$ cat src/common/memStagePkg.sv
`default_nettype none

package memStagePkg;

   // datapath width of the processor
   localparam int DATA_W = 16;

   // one data or PC word
   typedef logic [DATA_W-1:0] word_t;

   // wait-state count for the data memory, up to 15 extra cycles
   typedef logic [3:0] waitCnt_t;

   // APB requester sequencing inside the memory stage
   // IDLE waits for a request
   // SETUP is the single psel-only cycle
   // ACCESS holds penable until pready
   // DONE gives the one-cycle completion pulse
   typedef enum logic [1:0] {
      IDLE   = 2'd0,
      SETUP  = 2'd1,
      ACCESS = 2'd2,
      DONE   = 2'd3
   } memState_t;

endpackage

`default_nettype wire

$ cat src/memStage/memAccessCtrl.sv
`default_nettype none
`timescale 1ns/1ps

module memAccessCtrl #(
   parameter int MEM_ADDR_W = 8
) (
   input  logic                  clk,
   input  logic                  rst,
   input  logic                  opValid,
   input  logic                  memReadorWrite,
   input  logic                  memWrite,
   input  memStagePkg::word_t    aluResult,
   input  memStagePkg::word_t    writeData,
   output logic                  psel,
   output logic                  penable,
   output logic                  pwrite,
   output logic [MEM_ADDR_W-1:0] paddr,
   output memStagePkg::word_t    pwdata,
   input  memStagePkg::word_t    prdata,
   input  logic                  pready,
   output memStagePkg::word_t    readData,
   output logic                  stall,
   output logic                  opDone
);

   import memStagePkg::*;

   memState_t state;
   memState_t nextState;

   // new request taken only from IDLE
   logic accept;
   // last edge of the APB transfer
   logic complete;

   // request fields held stable for the whole transfer
   logic [MEM_ADDR_W-1:0] addrQ;
   logic                  writeQ;
   word_t                 wdataQ;

   assign accept   = (state == IDLE) && opValid && memReadorWrite;
   assign complete = (state == ACCESS) && pready;

   always_comb begin
      nextState = state;
      case (state)
         IDLE: begin
            if (accept) begin
               nextState = SETUP;
            end
         end
         SETUP: begin
            nextState = ACCESS;
         end
         ACCESS: begin
            // completer may stretch this with wait states
            if (pready) begin
               nextState = DONE;
            end
         end
         DONE: begin
            nextState = IDLE;
         end
         default: begin
            nextState = IDLE;
         end
      endcase
   end

   always_ff @(posedge clk) begin
      if (rst) begin
         state <= IDLE;
      end else begin
         state <= nextState;
      end
   end

   // latch on acceptance, word index drops bit 0
   always_ff @(posedge clk) begin
      if (accept) begin
         addrQ  <= aluResult[MEM_ADDR_W:1];
         writeQ <= memWrite;
         wdataQ <= writeData;
      end
   end

   // read result held until the next read finishes
   always_ff @(posedge clk) begin
      if (rst) begin
         readData <= '0;
      end else if (complete && !writeQ) begin
         readData <= prdata;
      end
   end

   // APB requester outputs
   assign psel    = (state == SETUP) || (state == ACCESS);
   assign penable = (state == ACCESS);
   assign pwrite  = writeQ;
   assign paddr   = addrQ;
   assign pwdata  = wdataQ;

   // stall starts in the request cycle itself, before the FSM moves
   assign stall  = accept || (state == SETUP) || (state == ACCESS);
   assign opDone = (state == DONE);

endmodule

`default_nettype wire

$ cat config.mk
export PLATFORM = sky130hd
export DESIGN_NAME = memAccessCtrl
export DESIGN_NICKNAME = d
export VERILOG_FILES = /design/src/common/memStagePkg.sv /design/src/memStage/memAccessCtrl.sv
export SDC_FILE = /design/constraint.sdc
export NUM_CORES = 1
export LEC_CHECK = 0
export BUFFER_PORTS_ARGS = -buffer_cell sky130_fd_sc_hd__buf_2
export CAP_MARGIN = 10
export CORE_MARGIN = 1
export CORE_UTILIZATION = 40
export CTS_CLUSTER_DIAMETER = 120
export DETAILED_ROUTE_END_ITERATION = 12
export PLACE_DENSITY = 0.76
export SETUP_SLACK_MARGIN = 0.5
export SYNTH_ARGS = -nofsm -noshare
export SYNTH_HDL_FRONTEND = slang
export SYNTH_SLANG_ARGS = --single-unit
$ cat constraint.sdc
create_clock -name clk -period 5.1 [get_ports clk]
set_clock_uncertainty 0.2 [all_clocks]
set_input_delay 0.255 -clock clk [delete_from_list [all_inputs] [get_ports clk]]
set_output_delay 0.255 -clock clk [all_outputs]
set_load 0.01 [all_outputs]
==> flow_metrics.env <==
export IMPL_synth_fp_nets=174
export IMPL_vias_per_cell=4.52
export IMPL_number_of_levels_the_h_tree_was_split_into=2
export IMPL_synth_yosys_warnings=0
export IMPL_drc_errors=0
export IMPL_p_seq_share_pct=49.8
export IMPL_post_synth_inst_count=115
export IMPL_worstReg2RegStart="state[0]"
export IMPL_dpl_cell_count=248
export IMPL_setup_worst_path_class="reg2out"
export IMPL_n_antenna_cell=0
export IMPL_detailedRoute_firstIterationViolations=92
export IMPL_maxCapViolCount=0
export IMPL_reg2regPathDepth=3
export IMPL_syn_mean_instance_area_um2=13.5
export IMPL_worstPathArrival_ns=2.23
export IMPL_dr_pass1_iters=4
export IMPL_synthToLayoutAreaGrowth_pct=57.8
export IMPL_finish_net_count=301
export IMPL_worstSkewPairLatency_ns=0.28
export IMPL_final_max_slew_violation_count=0
export IMPL_hp_class="in2reg"
export IMPL_final_hold_fails=0
export IMPL_grt_first_pass_wirelength_um=5980
export IMPL_grt_setup_unrepaired="false"
export IMPL_dp_hpwl_um=2320
export IMPL_placement_io_buffers=90
export IMPL_dr_total_vias=1316
export IMPL_synth_largest_type_area_fraction_pct=48.2
export IMPL_final_period_minus_worst_setup_slack_ns=2.68
export IMPL_setup_total_negative_slack_ns=0
export IMPL_synth_top_cells_by_area="edfxtp_1 48%, dfxtp_1 23%, nand2_1 7.5%"
export IMPL_chipWidth_um=64.4
export IMPL_r2r_end="pwdata[1]"
export IMPL_clock_sinks=43
export IMPL_initial_antenna_violation_count=0
export IMPL_switchingPower_w=0.000258
export IMPL_detail_route_antenna_nets=0
export IMPL_ys_seq_elements=43
export IMPL_chipHeight_um=64.4
export IMPL_clk_path_buf_depth=2
export IMPL_grt_pass1_vias=1236
export IMPL_cp_required_ns=4.64
export IMPL_tritoncts="built"
export IMPL_synth_edf_count=25
export IMPL_globalplace_congestion=0.684
export IMPL_power_leakage_nw=1.07
export IMPL_cts_repair_resized=0
export IMPL_synth_area_leader="edfxtp_1"
export IMPL_p_sw_share_pct=29.4
export IMPL_post_route_period_util_pct=52.6
export IMPL_top_post_synthesis_cells_by_count="31 x nand2_1, 25 x edfxtp_1, 18 x dfxtp_1"
export IMPL_tightest_slew_margin_relative_to_the_limit_pct=28.3
export IMPL_ios=99
export IMPL_setup_viol_count_final=0
export IMPL_synth_yosys_seq_area_share_pct=71.3
export IMPL_crit_path_start="state[0]"
export IMPL_tritoncts_num_buffers=5
export IMPL_run_status="complete, no violations"
export IMPL_peak_clock_frequency_supported_by_timing_ghz=0.373
export IMPL_root_buffer="clkbuf_8"
export IMPL_routed_wirelength_normalized_by_instance_count_um=13.8
export IMPL_power_combinational_fraction_pct=26.3
export IMPL_synth_cell_types=20
export IMPL_placeableCoreArea_um2=3690
export IMPL_route_final_wire_length_um=4020
export IMPL_timing_critical_path_fanout_max=26
export IMPL_grt_max_degree=27
export IMPL_reg2reg_setup_slack_ns=2.98
export IMPL_critical_path_endpoint="stall"
export IMPL_instances_no_fill=291
export IMPL_startpoint_type="flop"
export IMPL_final_util_pct=66.7
export IMPL_cell_internal_pwr_w=0.000620
export IMPL_min_from="prdata[13]"
export IMPL_irDropWorstVdd_mv=0.221
export IMPL_synth_most_common_cell="nand2_1"
export IMPL_row_count=22
export IMPL_power_frac_clock_pct=23.8
export IMPL_final_layout_size_suffix_gt1_share_pct=46.1
export IMPL_final_setup_worst_slack_ns=2.42
export IMPL_timing_critical_path_to_type="output port"
export IMPL_netlist_area_um2=1560
export IMPL_grt_overflow=0
export IMPL_floorplan_initialDensity_pct=42.2
export IMPL_clk_pin_slew_worst_paths_ns=0.08
export IMPL_synth_async_sr_flop_share_pct=0
export IMPL_globalRouteTotalUtil_pct=19.5
export IMPL_fp_dieArea_um2=4150
export IMPL_power_density_cell_area_nw_per_um2=357
export IMPL_post_placement_setup_slack_ns=2.71
export IMPL_worst_slew_pin_transition_ns=1.08
export IMPL_postSynth_topFlopCell="edfxtp_1"
[how the worst min path moves through the flow]
stage	end	cells past startpoint	slack [ns]
global route	readData[8]	3	0.007
CTS	readData[11]	3	0.003
finish	readData[13]	3	0.004
global placement	pwdata[10]	1	0.23
floorplan	paddr[0]	0	0.15
detailed placement	pwdata[4]	1	0.23
[layout by cell type, fill, tap and decap left out]
cell / count
and3b_1: 1
a21oi_2: 10
ha_1: 5
a22o_2: 1
inv_1: 3
mux2i_1: 1
a211oi_1: 2
clkinvlp_4: 1
nand2b_1: 2
dfxtp_1: 18
buf_2: 90
edfxtp_1: 25
and3_1: 1
clkbuf_1: 1
or3_2: 1
dlygate4sd3_1: 35
a21oi_1: 6
nand2_1: 31
nand2_2: 2
clkbuf_8: 5
nand3b_2: 1
clkinv_2: 1
[area by class of cell]
type,instances,area [um2]
Sequential cell,43,1110
Clock inverter,2,12.5
Timing Repair Buffer,125,801
Fill cell,279,1230
Multi-Input combinational cell,64,390
Tap cell,48,60.1
Clock buffer,6,72.6
Inverter,3,11.3
[power groups by stage]
| stage | sequential, W | clock, W | combinational (W) |
|---|---|---|---|
| 6_report | 0.000437 | 0.000209 | 0.000231 |
| 5_1_grt | 0.000443 | 0.000230 | 0.000250 |
| 4_1_cts | 0.000436 | 0.000212 | 0.000231 |
| 3_5_place_dp | 0.000444 | 0 | 0.000210 |
| 3_3_place_gp | 0.000442 | 0 | 0.000202 |
| 2_1_floorplan | 0.000460 | 0 | 0.000113 |
[metal layers]
layer  part of all wire (%)  track usage, %  up-vias
met4                   0.92            6.11        0
met5                      0               0        -
li1                       -               -      643
met1                     42            22.1      597
met2                     49            35.4       72
met3                    7.9            5.00        4
[cell families after synthesis]
| logic type | synth area share, % |
|---|---|
| DFF | 71.3 |
| and+or+nand+nor | 11.2 |
| AOI/OAI and AO/OA | 9.16 |
| buffers and inverters | 3.61 |
| adders and majority gates | 4.02 |
| muxes | 0.643 |
[worst max-delay path: stages (launching register included)]
cell,delay (ns)
dfxtp_1,0.37
inv_1,0.10
ha_1,0.23
and3_1,0.51
or3_2,0.58
buf_2,0.15
[state kept, by name, summed over array words and instances, names as in the netlist]
register  flops
paddr         8
state         2
pwdata       16
readData     16
pwrite        1
[metrics by stage]
step                      cell area, um2  hold WS (ns)  power [W]
final                               2460       0.00421   0.000878
after global routing                2460       0.00703   0.000924
after global placement              2020         0.231   0.000644
after floorplan                     1560         0.154   0.000573
after detailed placement            2020         0.233   0.000654
after CTS                           2460       0.00250   0.000879
[what timing repair did]
action | CTS | global route
hold endpoints to repair | 35 | 0
hold buffers | 35 | 0
setup buffers | 0 | 0
Note: power is estimated with default switching activity, not from simulation.
