`src/common/memStagePkg.sv`:
```
`default_nettype none

package memStagePkg;

   // datapath width of the processor
   localparam int DATA_W = 16;

   // one data or PC word
   typedef logic [DATA_W-1:0] word_t;

   // wait-state count for the data memory, up to 15 extra cycles
   typedef logic [3:0] waitCnt_t;

   // APB requester sequencing inside the memory stage
   // IDLE waits for a request
   // SETUP is the single psel-only cycle
   // ACCESS holds penable until pready
   // DONE gives the one-cycle completion pulse
   typedef enum logic [1:0] {
      IDLE   = 2'd0,
      SETUP  = 2'd1,
      ACCESS = 2'd2,
      DONE   = 2'd3
   } memState_t;

endpackage

`default_nettype wire

```
`src/memStage/nextPcUnit.sv`:
```
`default_nettype none
`timescale 1ns/1ps

module nextPcUnit (
   input  memStagePkg::word_t pcAdd,
   input  logic               immSrc,
   input  memStagePkg::word_t imm8Ext,
   input  memStagePkg::word_t imm11Ext,
   input  memStagePkg::word_t aluResult,
   input  logic               brchCnd,
   input  logic               aluJump,
   output memStagePkg::word_t finalNewPc,
   output logic               flush
);

   import memStagePkg::*;

   // chosen sign-extended offset
   word_t immSel;
   // incremented pc plus offset
   word_t brTarget;
   // pc after the branch mux, before the jump override
   word_t brPc;

   // immSrc high picks the 11-bit form (jump-style offsets)
   assign immSel = immSrc ? imm11Ext : imm8Ext;

   // carry out dropped, target wraps modulo 2^16
   assign brTarget = pcAdd + immSel;

   // taken branch goes to the target, otherwise fall through
   assign brPc = brchCnd ? brTarget : pcAdd;

   // register jumps come from the ALU and win over any branch
   assign finalNewPc = aluJump ? aluResult : brPc;

   // any redirect kills the younger instructions
   assign flush = brchCnd | aluJump;

endmodule

`default_nettype wire

```
`config.mk`:
```
export PLATFORM = sky130hd
export DESIGN_NAME = nextPcUnit
export DESIGN_NICKNAME = d
export VERILOG_FILES = /design/src/common/memStagePkg.sv /design/src/memStage/nextPcUnit.sv
export SDC_FILE = /design/constraint.sdc
export NUM_CORES = 1
export LEC_CHECK = 0
export ABC_AREA = 1
export BUFFER_PORTS_ARGS = -buffer_cell sky130_fd_sc_hd__buf_2
export CORE_MARGIN = 2
export CORE_UTILIZATION = 35
export DETAILED_ROUTE_END_ITERATION = 7
export GPL_TIMING_DRIVEN = 0
export PLACE_DENSITY = 0.66
export SYNTH_ARGS = -nofsm -noshare
export SYNTH_HDL_FRONTEND = slang
export SYNTH_SLANG_ARGS = --single-unit
```
`constraint.sdc`:
```
create_clock -name vclk -period 3.3
set_input_delay 0.495 -clock vclk [all_inputs]
set_output_delay 0.495 -clock vclk [all_outputs]
set_load 0.005 [all_outputs]
```
==> out/results.txt, run 1 <==
Pin count of the biggest net entering global routing - 11
Final Cell Area - 1922 um2
Port Buffers - 82
CP Class - primary input to output port
Internal power - 0.1422 mW
Via/cell ratio - 4.602
Unrepaired setup endpoints after global routing - no
Final worst slack - 0.2119 ns
Mapped Area - 1446 um2
Fin crit period - 3.088 ns
First drt pass iteration count - 4
VDD IR-drop max - 0.06097 mV
Flop pwr share - 0
CP Data Arrival Time - 2.59 ns
Most frequent cells in the layout - nand2_1, buf_2, inv_1, nand3_1, nor2_1
Outcome - completed
Nature of the critical path startpoint - primary input
Finished Layout Cells - 417
Worst-Margin Slew - 0.5929 ns
Final worst path period share - 0.9358
I/O pin total - 84
Clock buffer count - 0
Sequential cell count - 0
Row count - 23
Drt total wl - 4296 um
Worst hold-check path type - primary input to output port
Core area - 4000 um2
Initial antenna violation count - 0
Comb pwr share - 1.000
Worst path required time - 2.80 ns
Die Width - 68.29 um
Final setup fails - 0
Maximum fanout along the worst path - 10
First-pass GRT wire length - 6713 um
Syn Area/Cell - 5.075 um2
Dpl hpwl - 3763 um
Slew Viols, Final - 0
Share of post-route cells with drive strength above 1 - 0.2861
Post-place setup slack - 0.1283 ns
Die Ht - 68.29 um
N_diodes - 0
Worst Setup EP - finalNewPc[15]
CP endpoint kind - output port
WHS - 1.251 ns
Final Wtd Congestion - 0.8261
Placed Area - 1919 um2
Final Core Density - 0.4805
Sequential Area - 0 um2
Syn-to-layout area delta - 32.87%
Synth cell types - 26
Final Hold Vio Count - 0
Achievable clock frequency - 323.8 MHz
Post-Syn Nets - 368
Total GRT Usage - 0.1816
Die area - 4663 um2
Drt drc - 0
Post-route ant nets - 0
Leakage - 1.237 nW
Initial DRC count - 67
Average wire per standard cell - 10.30 um
Setup TNS - 0 ns
Gr ovfl total - 0
DR vias - 1,919
Synth warnings - 0
Clock power frac - 0
Gate Count Post-Synth - 285
Final total power - 0.3241 mW
Commonest non-fill, non-tap cell in the layout - nand2_1
Dpl cells - 417
Vias in the first global route - 1,575
P_sw - 0.1819 mW
First element of the critical path - immSrc
Sw Ratio - 0.5611
PD cells - 168.7 nW/um2
Fin nets - 452
Post-synthesis sequential area ratio - 0
Initial Util - 0.3616
Slew Limit Headroom - 0.6033
# hold bufs at CTS - 0
Max-cap violations - 0
==> synth_stat cells <==
library cell | number | area, um2
a21oi_1 | 12 | 60.06
a22oi_1 | 2 | 15.01
and2_4 | 1 | 8.760
buf_1 | 1 | 3.750
buf_2 | 2 | 10.01
clkbuf_1 | 2 | 7.510
clkbuf_2 | 1 | 5.000
fa_1 | 1 | 20.02
ha_1 | 15 | 187.7
inv_1 | 51 | 191.4
inv_2 | 1 | 3.750
mux2_2 | 14 | 157.7
nand2_1 | 111 | 416.7
nand3_1 | 26 | 130.1
nand3_2 | 1 | 10.01
nand4_1 | 2 | 12.51
nor2_1 | 25 | 93.84
nor2_2 | 1 | 6.260
nor3_1 | 3 | 15.01
o21ai_0 | 6 | 30.03
o21ai_1 | 1 | 5.000
o221ai_1 | 2 | 17.52
o221ai_2 | 1 | 15.01
or2_0 | 1 | 6.260
or2_4 | 1 | 8.760
xor2_1 | 1 | 8.760
==> final cells by class <==
cell class         instances  area [um2]
repair buffers            82       410.4
plain buffers              6       28.78
fillers                  454        2078
multi-input cells        227        1225
inverters                 52       195.2
well taps                 50       62.56
==> worst max-delay path: stages <==
cell,delay (ns)
buf_2,0.20
buf_4,0.23
mux2_2,0.36
ha_1,0.34
nand2_1,0.14
inv_1,0.06
nand2_1,0.07
nand2_1,0.06
a21oi_1,0.19
nand2_1,0.08
nand2_1,0.06
nand3_1,0.06
nand2_1,0.08
nand2_1,0.04
buf_2,0.12
==> kinds of logic (layout without fill, tap and decap cells) <==
kind of cell | after synthesis | in the layout | synth area share
AOI/OAI and AO/OA | 24 | 24 | 0.09861
adders and majority gates | 16 | 16 | 0.1436
muxes | 14 | 14 | 0.1090
buffers and inverters | 58 | 140 | 0.1531
and+or+nand+nor | 172 | 172 | 0.4896
xor gates and xnor gates | 1 | 1 | 0.006056
==> per-layer routing <==
layer / track usage / wire [um]
met5: 0 / 0
met4: 0.01000 / 27
met3: 0.003289 / 227
met2: 0.3337 / 2048
met1: 0.2463 / 1993
==> power by group through the flow <==
stage | registers, mW | logic [mW] | clock network, mW
after CTS | 0 | 0.326 | 0
after global placement | 0 | 0.321 | 0
after floorplan | 0 | 0.218 | 0
after detailed placement | 0 | 0.324 | 0
final | 0 | 0.324 | 0
after global routing | 0 | 0.373 | 0
==> worst min path at each step <==
| stage | from | end | slack, ns | cells after the start |
|---|---|---|---|---|
| final | aluResult[12] | finalNewPc[12] | 1.25 | 4 |
| after global routing | aluResult[13] | finalNewPc[13] | 1.27 | 4 |
| after CTS | aluResult[14] | finalNewPc[14] | 1.25 | 4 |
| after detailed placement | aluResult[14] | finalNewPc[14] | 1.25 | 4 |
| after global placement | aluResult[14] | finalNewPc[14] | 1.25 | 4 |
| after floorplan | aluResult[14] | finalNewPc[14] | 1.08 | 2 |
==> repair_timing <==
action,4_1_cts,5_1_grt
setup buffers,0,0
resized for setup,0,2
setup endpoints to repair,0,3
Note: power is estimated with default switching activity, not from simulation.
==> run 2, diff against run 1 <==
Settings changed: PLACE_DENSITY 0.66 to 0.69.
Clock period 3.3 ns to 2.52 ns, I/O delays scaled along.
==> run 2 against run 1 <==
  * Setup slack lost 0.18 ns
  * Global-route usage grew 2.4 points
  * Critical path type unchanged
  * Total power grew 90%
  * First-iteration DRC count grew 48%
  * Die area is the same
  * Final cell count grew 2.6%
  * Sequential share of layout area is the same
==> out/results.txt, run 2 (synthesis results as in run 1) <==
Final Hold Vio Count - 0 (unchanged)
VDD IR-drop max - 0.1186 mV (was 0.06097 mV)
N_diodes - 0 (unchanged)
Worst-Margin Slew - 0.5662 ns (was 0.5929 ns)
Commonest non-fill, non-tap cell in the layout - nand2_1 (unchanged)
Total GRT Usage - 0.2059 (was 0.1816)
Nature of the critical path startpoint - primary input (unchanged)
Clock buffer count - 0 (unchanged)
Syn-to-layout area delta - 70.50% (was 32.87%)
Sequential Area - 0 um2 (unchanged)
Via/cell ratio - 4.874 (was 4.602)
Hold_sp - aluResult[14] (was aluResult[12])
PD cells - 249.5 nW/um2 (was 168.7 nW/um2)
First drt pass iteration count - 4 (unchanged)
Core area - 4000 um2 (unchanged)
Slew Viols, Final - 0 (unchanged)
Outcome - completed (unchanged)
Final total power - 0.6152 mW (was 0.3241 mW)
Share of post-route cells with drive strength above 1 - 0.4868 (was 0.2861)
Fin crit period - 2.488 ns
First-pass GRT wire length - 7617 um (was 6713 um)
Slew Limit Headroom - 0.6212 (was 0.6033)
Post-place setup slack - -0.4400 ns (was 0.1283 ns)
CP Class - primary input to output port (unchanged)
Port Buffers - 82 (unchanged)
Vias in the first global route - 1,818 (was 1,575)
Initial DRC count - 99 (was 67)
Post-route ant nets - 0 (unchanged)
Gr ovfl total - 0 (unchanged)
Final Core Density - 0.6165 (was 0.4805)
Dpl hpwl - 3670 um (was 3763 um)
Leakage - 1.393 nW (was 1.237 nW)
Drt drc - 0 (unchanged)
Sw Ratio - 0.5262 (was 0.5611)
DR vias - 2,086 (was 1,919)
Maximum fanout along the worst path - 5 (was 10)
Die Ht - 68.29 um (unchanged)
Unrepaired setup endpoints after global routing - yes (was no)
Drt total wl - 5331 um (was 4296 um)
Achievable clock frequency - 401.9 MHz
I/O pin total - 84 (unchanged)
Most frequent cells in the layout - nand2_1, buf_2, inv_1, nand2_2, nor2_1 (was nand2_1, buf_2, inv_1, nand3_1, nor2_1)
WHS - 1.011 ns (was 1.251 ns)
P_sw - 0.3237 mW (was 0.1819 mW)
Initial Util - 0.3616 (unchanged)
Worst hold stages - 4 (unchanged)
Setup TNS - 0 ns (unchanged)
Final worst path period share - 0.9873
Die area - 4663 um2 (unchanged)
CP Data Arrival Time - 2.11 ns (was 2.59 ns)
Row count - 23 (unchanged)
# hold bufs at CTS - 0 (unchanged)
Final Wtd Congestion - 0.8275 (was 0.8261)
Fill count - 371 (was 454)
Average wire per standard cell - 12.46 um (was 10.30 um)
Final worst slack - 0.03189 ns (was 0.2119 ns)
Final setup fails - 0 (unchanged)
CP endpoint kind - output port (unchanged)
Worst path required time - 2.14 ns (was 2.80 ns)
Initial antenna violation count - 0 (unchanged)
Pin count of the biggest net entering global routing - 11 (unchanged)
Internal power - 0.2915 mW (was 0.1422 mW)
Max-cap violations - 0 (unchanged)
Hold endpoint - finalNewPc[14] (was finalNewPc[12])
Flop pwr share - 0 (about the same)
Sequential cell count - 0 (unchanged)
Clock power frac - 0 (about the same)
Die Width - 68.29 um (unchanged)
Worst hold-check path type - primary input to output port (unchanged)
Fin nets - 463 (was 452)
Comb pwr share - 1.000 (about the same)
==> run 2: cell count changes in the layout (fill, tap and decap cells not counted), moves of 5 or more <==
cell / delta
a21oi_1: -5
buf_4: +8
ha_1: -14
ha_4: +14
inv_1: -7
inv_2: +7
mux2_2: -9
mux2_4: +9
nand2_1: -28
nand2_2: +24
nand3_1: -8
nand3_2: +8
==> run 2: worst max-delay path by stage <==
stage	start	slack [ns]	cells after the start	endpoint
3_3_place_gp	immSrc	-0.39	15	finalNewPc[13]
5_1_grt	immSrc	-0.08	14	finalNewPc[13]
3_5_place_dp	immSrc	-0.44	15	finalNewPc[13]
6_report	immSrc	0.03	14	finalNewPc[13]
4_1_cts	immSrc	0.003	15	finalNewPc[12]
2_1_floorplan	immSrc	0.02	14	finalNewPc[15]
==> run 2: worst max-delay path, stage by stage <==
cell	delay, ns
buf_12	0.12
buf_8	0.13
mux2_4	0.32
ha_4	0.31
nand2_2	0.06
inv_2	0.08
nand2_2	0.06
nor3_2	0.10
nand2_1	0.11
nand3_1	0.10
nand3_1	0.08
nand2_1	0.10
nand2_1	0.05
buf_2	0.12
==> run 2: metrics by stage <==
stage	instance area (um2)	std cells
after global routing	2466	428
after floorplan	1446	285
after CTS	2157	419
after global placement	1919	417
after detailed placement	1919	417
final	2466	428
==> run 2: power groups by stage <==
| stage | logic [mW] | registers [mW] | clock network, mW |
|---|---|---|---|
| floorplan | 0.285 | 0 | 0 |
| global placement | 0.420 | 0 | 0 |
| detailed placement | 0.425 | 0 | 0 |
| CTS | 0.499 | 0 | 0 |
| global route | 0.681 | 0 | 0 |
| finish | 0.615 | 0 | 0 |
==> run 2: repair_timing <==
action,4_1_cts,5_1_grt
setup endpoints to repair,13,11
resized for setup,37,60
gates cloned,1,1
pin swaps,2,33
setup buffers,1,8
==> run 2: final cells by class <==
type | instances | area, um2 | area share
multi-input cells | 227 | 1627 | 0.6596
repair buffers | 93 | 530.5 | 0.2151
inverters | 52 | 195.2 | 0.07915
well taps | 50 | 62.56 | 0.02537
plain buffers | 6 | 51.30 | 0.02080
==> run 2: routing by layer <==
metal  global-route usage  share of wire  up-vias  wire length (um)
met5                    0              0        -                 0
met4              0.02750          0.011        0                61
met3             0.006579          0.078        5               417
met2               0.3799           0.50       78              2657
met1               0.2703           0.41      921              2195
li1                     -              -     1082                 -
==> run 3, diff against run 2 <==
Settings changed: ABC_AREA 1 to default, ABC_CLOCK_PERIOD_IN_PS from default to 2520, GPL_TIMING_DRIVEN 0 to default, PLACE_DENSITY 0.69 to 0.71.
==> run 3 against run 2 <==
  * The run now ends with negative setup slack left
  * Non-clock buffer count increased by 24
  * Total power decreased by 6.3%
  * Synthesized area decreased by 12%
  * Synthesized cell count decreased by 36%
  * Sequential share of layout area unchanged
  * Via count decreased by 14%
  * Largest cell class unchanged
==> out/results.txt, run 3 <==
Post-synthesis sequential area ratio - 0 (unchanged)
Die area - 4153 um2 (was 4663 um2)
Post-route ant nets - 0 (unchanged)
Worst hold-check path type - primary input to output port (unchanged)
Die Width - 64.45 um (was 68.29 um)
Nature of the critical path startpoint - primary input (unchanged)
Vias in the first global route - 1,711 (was 1,818)
Row count - 21 (was 23)
VDD IR-drop max - 0.1285 mV (was 0.1186 mV)
First drt pass iteration count - 4 (unchanged)
Sequential cell count - 0 (unchanged)
Via/cell ratio - 5.249 (was 4.874)
Final Wtd Congestion - 0.8823 (was 0.8275)
Die Ht - 64.45 um (was 68.29 um)
Worst-Margin Slew - 0.5889 ns (was 0.5662 ns)
Sequential Area - 0 um2 (unchanged)
I/O pin total - 84 (unchanged)
Syn-to-layout area delta - 79.16% (was 70.50%)
Share of post-route cells with drive strength above 1 - 0.5912 (was 0.4868)
Post-Syn Nets - 264 (was 368)
Top cells by area, synth - ha_1, mux2_2, mux2i_1 (was nand2_1, inv_1, ha_1)
Fill count - 298 (was 371)
Finished Layout Cells - 342 (was 428)
Max stage delay on crit path - 0.45 ns (was 0.32 ns)
Crit path cell chain - buf_8 > buf_4 > mux2i_4 > fa_2 > and2b_2 > o2111ai_4 > a21oi_4 > o2111ai_2 > a2111o_1 > nand3_2 > buf_2 (was buf_12 > buf_8 > mux2_4 > ha_4 > nand2_2 > inv_2 > nand2_2 > nor3_2 > nand2_1 > nand3_1 > nand3_1 > nand2_1 > nand2_1 > buf_2)
Average wire per standard cell - 13.28 um (was 12.46 um)
Pin count of the biggest net entering global routing - 18 (was 11)
CP Class - primary input to output port (unchanged)
Synth warnings - 0 (unchanged)
Final worst path period share - 1.175 (was 0.9873)
Syn Area/Cell - 7.065 um2 (was 5.075 um2)
Dpl cells - 333 (was 417)
Fin nets - 381 (was 463)
Mapped Area - 1279 um2 (was 1446 um2)
Clock buffer count - 0 (unchanged)
Setup TNS - -3.541 ns (was 0 ns)
Gr ovfl total - 0 (unchanged)
Port Buffers - 84 (was 82)
Post-place setup slack - -0.4934 ns (was -0.4400 ns)
Initial DRC count - 58 (was 99)
Fin crit period - 2.961 ns (was 2.488 ns)
Max-cap violations - 0 (unchanged)
Drt drc - 0 (unchanged)
Slowest-stage cell, CP - a2111o_1 (was mux2_4)
Most numerous cell in the Yosys netlist - nand2_1 (unchanged)
Final Hold Vio Count - 0 (unchanged)
Dpl hpwl - 3455 um (was 3670 um)
PD cells - 251.7 nW/um2 (was 249.5 nW/um2)
Final worst slack - -0.4407 ns (was 0.03189 ns)
WHS - 1.035 ns (was 1.011 ns)
Commonest non-fill, non-tap cell in the layout - buf_2 (was nand2_1)
N_diodes - 0 (unchanged)
Multi-input logic area - 1468 um2 (was 1627 um2)
Area share of the largest cell type after synthesis - 0.1468 (was 0.2881)
DR vias - 1,795 (was 2,086)
Unrepaired setup endpoints after global routing - yes (unchanged)
Top post-synthesis cells by count - nand2_1, a21oi_1, mux2_2 (was nand2_1, inv_1, nand3_1)
Most frequent cells in the layout - buf_2, buf_4, nand2_1, mux2_2, o21ai_1 (was nand2_1, buf_2, inv_1, nand2_2, nor2_1)
Core area - 3416 um2 (was 4000 um2)
Final setup fails - 12 (was 0)
Initial Util - 0.3744 (was 0.3616)
First-pass GRT wire length - 7113 um (was 7617 um)
Post-synth top area cell - ha_1 (was nand2_1)
# hold bufs at CTS - 0 (unchanged)
Leakage - 1.117 nW (was 1.393 nW)
Maximum fanout along the worst path - 4 (was 5)
Drt total wl - 4543 um (was 5331 um)
CP Data Arrival Time - 2.58 ns (was 2.11 ns)
Final Core Density - 0.6707 (was 0.6165)
Achievable clock frequency - 337.8 MHz (was 401.9 MHz)
Slew Viols, Final - 0 (unchanged)
Worst path required time - 2.14 ns (about the same)
Total GRT Usage - 0.2061 (was 0.2059)
Slew Limit Headroom - 0.6059 (was 0.6212)
CP endpoint kind - output port (unchanged)
Synth cell types - 43 (was 26)
Gate Count Post-Synth - 181 (was 285)
Initial antenna violation count - 0 (unchanged)
First element of the critical path - immSrc (unchanged)
Failing checks - negative setup slack
Worst Setup EP - finalNewPc[14] (was finalNewPc[13])
Outcome - finished with violations (was completed)
## run 3: cell count changes after synthesis, sizes merged, moves of 4 or more
| cell | previous run | this run |
|---|---|---|
| nand2 | 111 | 20 |
| a22oi | 2 | 6 |
| a21o | 0 | 7 |
| nor2 | 26 | 10 |
| o21ai | 7 | 14 |
| inv | 52 | 6 |
| a21oi | 12 | 17 |
| mux2i | 0 | 9 |
| xnor2 | 0 | 4 |
| o21bai | 0 | 4 |
| nand3 | 27 | 6 |
| nor2b | 0 | 4 |
## run 3: cell families after synthesis
family                     count (synthesis)  share of synthesized area
AOI/OAI and AO/OA                         61                     0.3151
muxes                                     25                     0.2114
xor gates and xnor gates                   6                    0.04110
adders and majority gates                 16                     0.1624
and+or+nand+nor                           58                     0.2251
buffers and inverters                     15                    0.04500
## run 3: stage by stage
stage               area (um2)  power, mW
CTS                       2153     0.5182
floorplan                 1335     0.2750
detailed placement        1992     0.4682
global route              2291     0.6327
global placement          1992     0.4607
finish                    2291     0.5766
## run 3: repair_timing
action,4_1_cts,5_1_grt
setup buffers,4,5
gates resized for setup,24,23
setup endpoints to repair,13,14
pin swaps,19,17
## run 3: worst max-delay path, delay by kind of cell
family | cells | cell delay (ns)
buffers and inverters | 3 | 0.37
and+or+nand+nor | 2 | 0.32
AOI/OAI and AO/OA | 4 | 0.98
muxes | 1 | 0.19
adders and majority gates | 1 | 0.36
## run 3: power by group
group | switching, mW | internal [mW] | leakage, nW | total, mW
registers | 0 | 0 | 0 | 0
clock network | 0 | 0 | 0 | 0
logic | 0.265 | 0.312 | 1.12 | 0.577
total | 0.265 | 0.312 | 1.12 | 0.577
## run 3: per-layer routing
layer	up-vias	global-route usage	wire (um)
li1	912	-	-
met5	-	0	0
met3	4	0.01215	276
met1	814	0.2579	1997
met4	0	0.02660	45
met2	65	0.3945	2223
## run 3: area by class of cell
| class | count | area share |
|---|---|---|
| tap | 46 | 0.02512 |
| timing repair buffer | 123 | 0.3228 |
| multi-input combinational | 166 | 0.6406 |
| inverter | 7 | 0.01147 |
## run 3: how the worst min path moves through the flow
stage,from,end,slack [ns],depth (start not counted)
2_1_floorplan,aluResult[3],finalNewPc[3],0.85,2
3_3_place_gp,aluResult[5],finalNewPc[5],1.02,4
3_5_place_dp,aluResult[2],finalNewPc[2],1.03,4
4_1_cts,aluResult[2],finalNewPc[2],1.03,4
5_1_grt,aluResult[2],finalNewPc[2],1.04,4
6_report,aluResult[6],finalNewPc[6],1.03,4
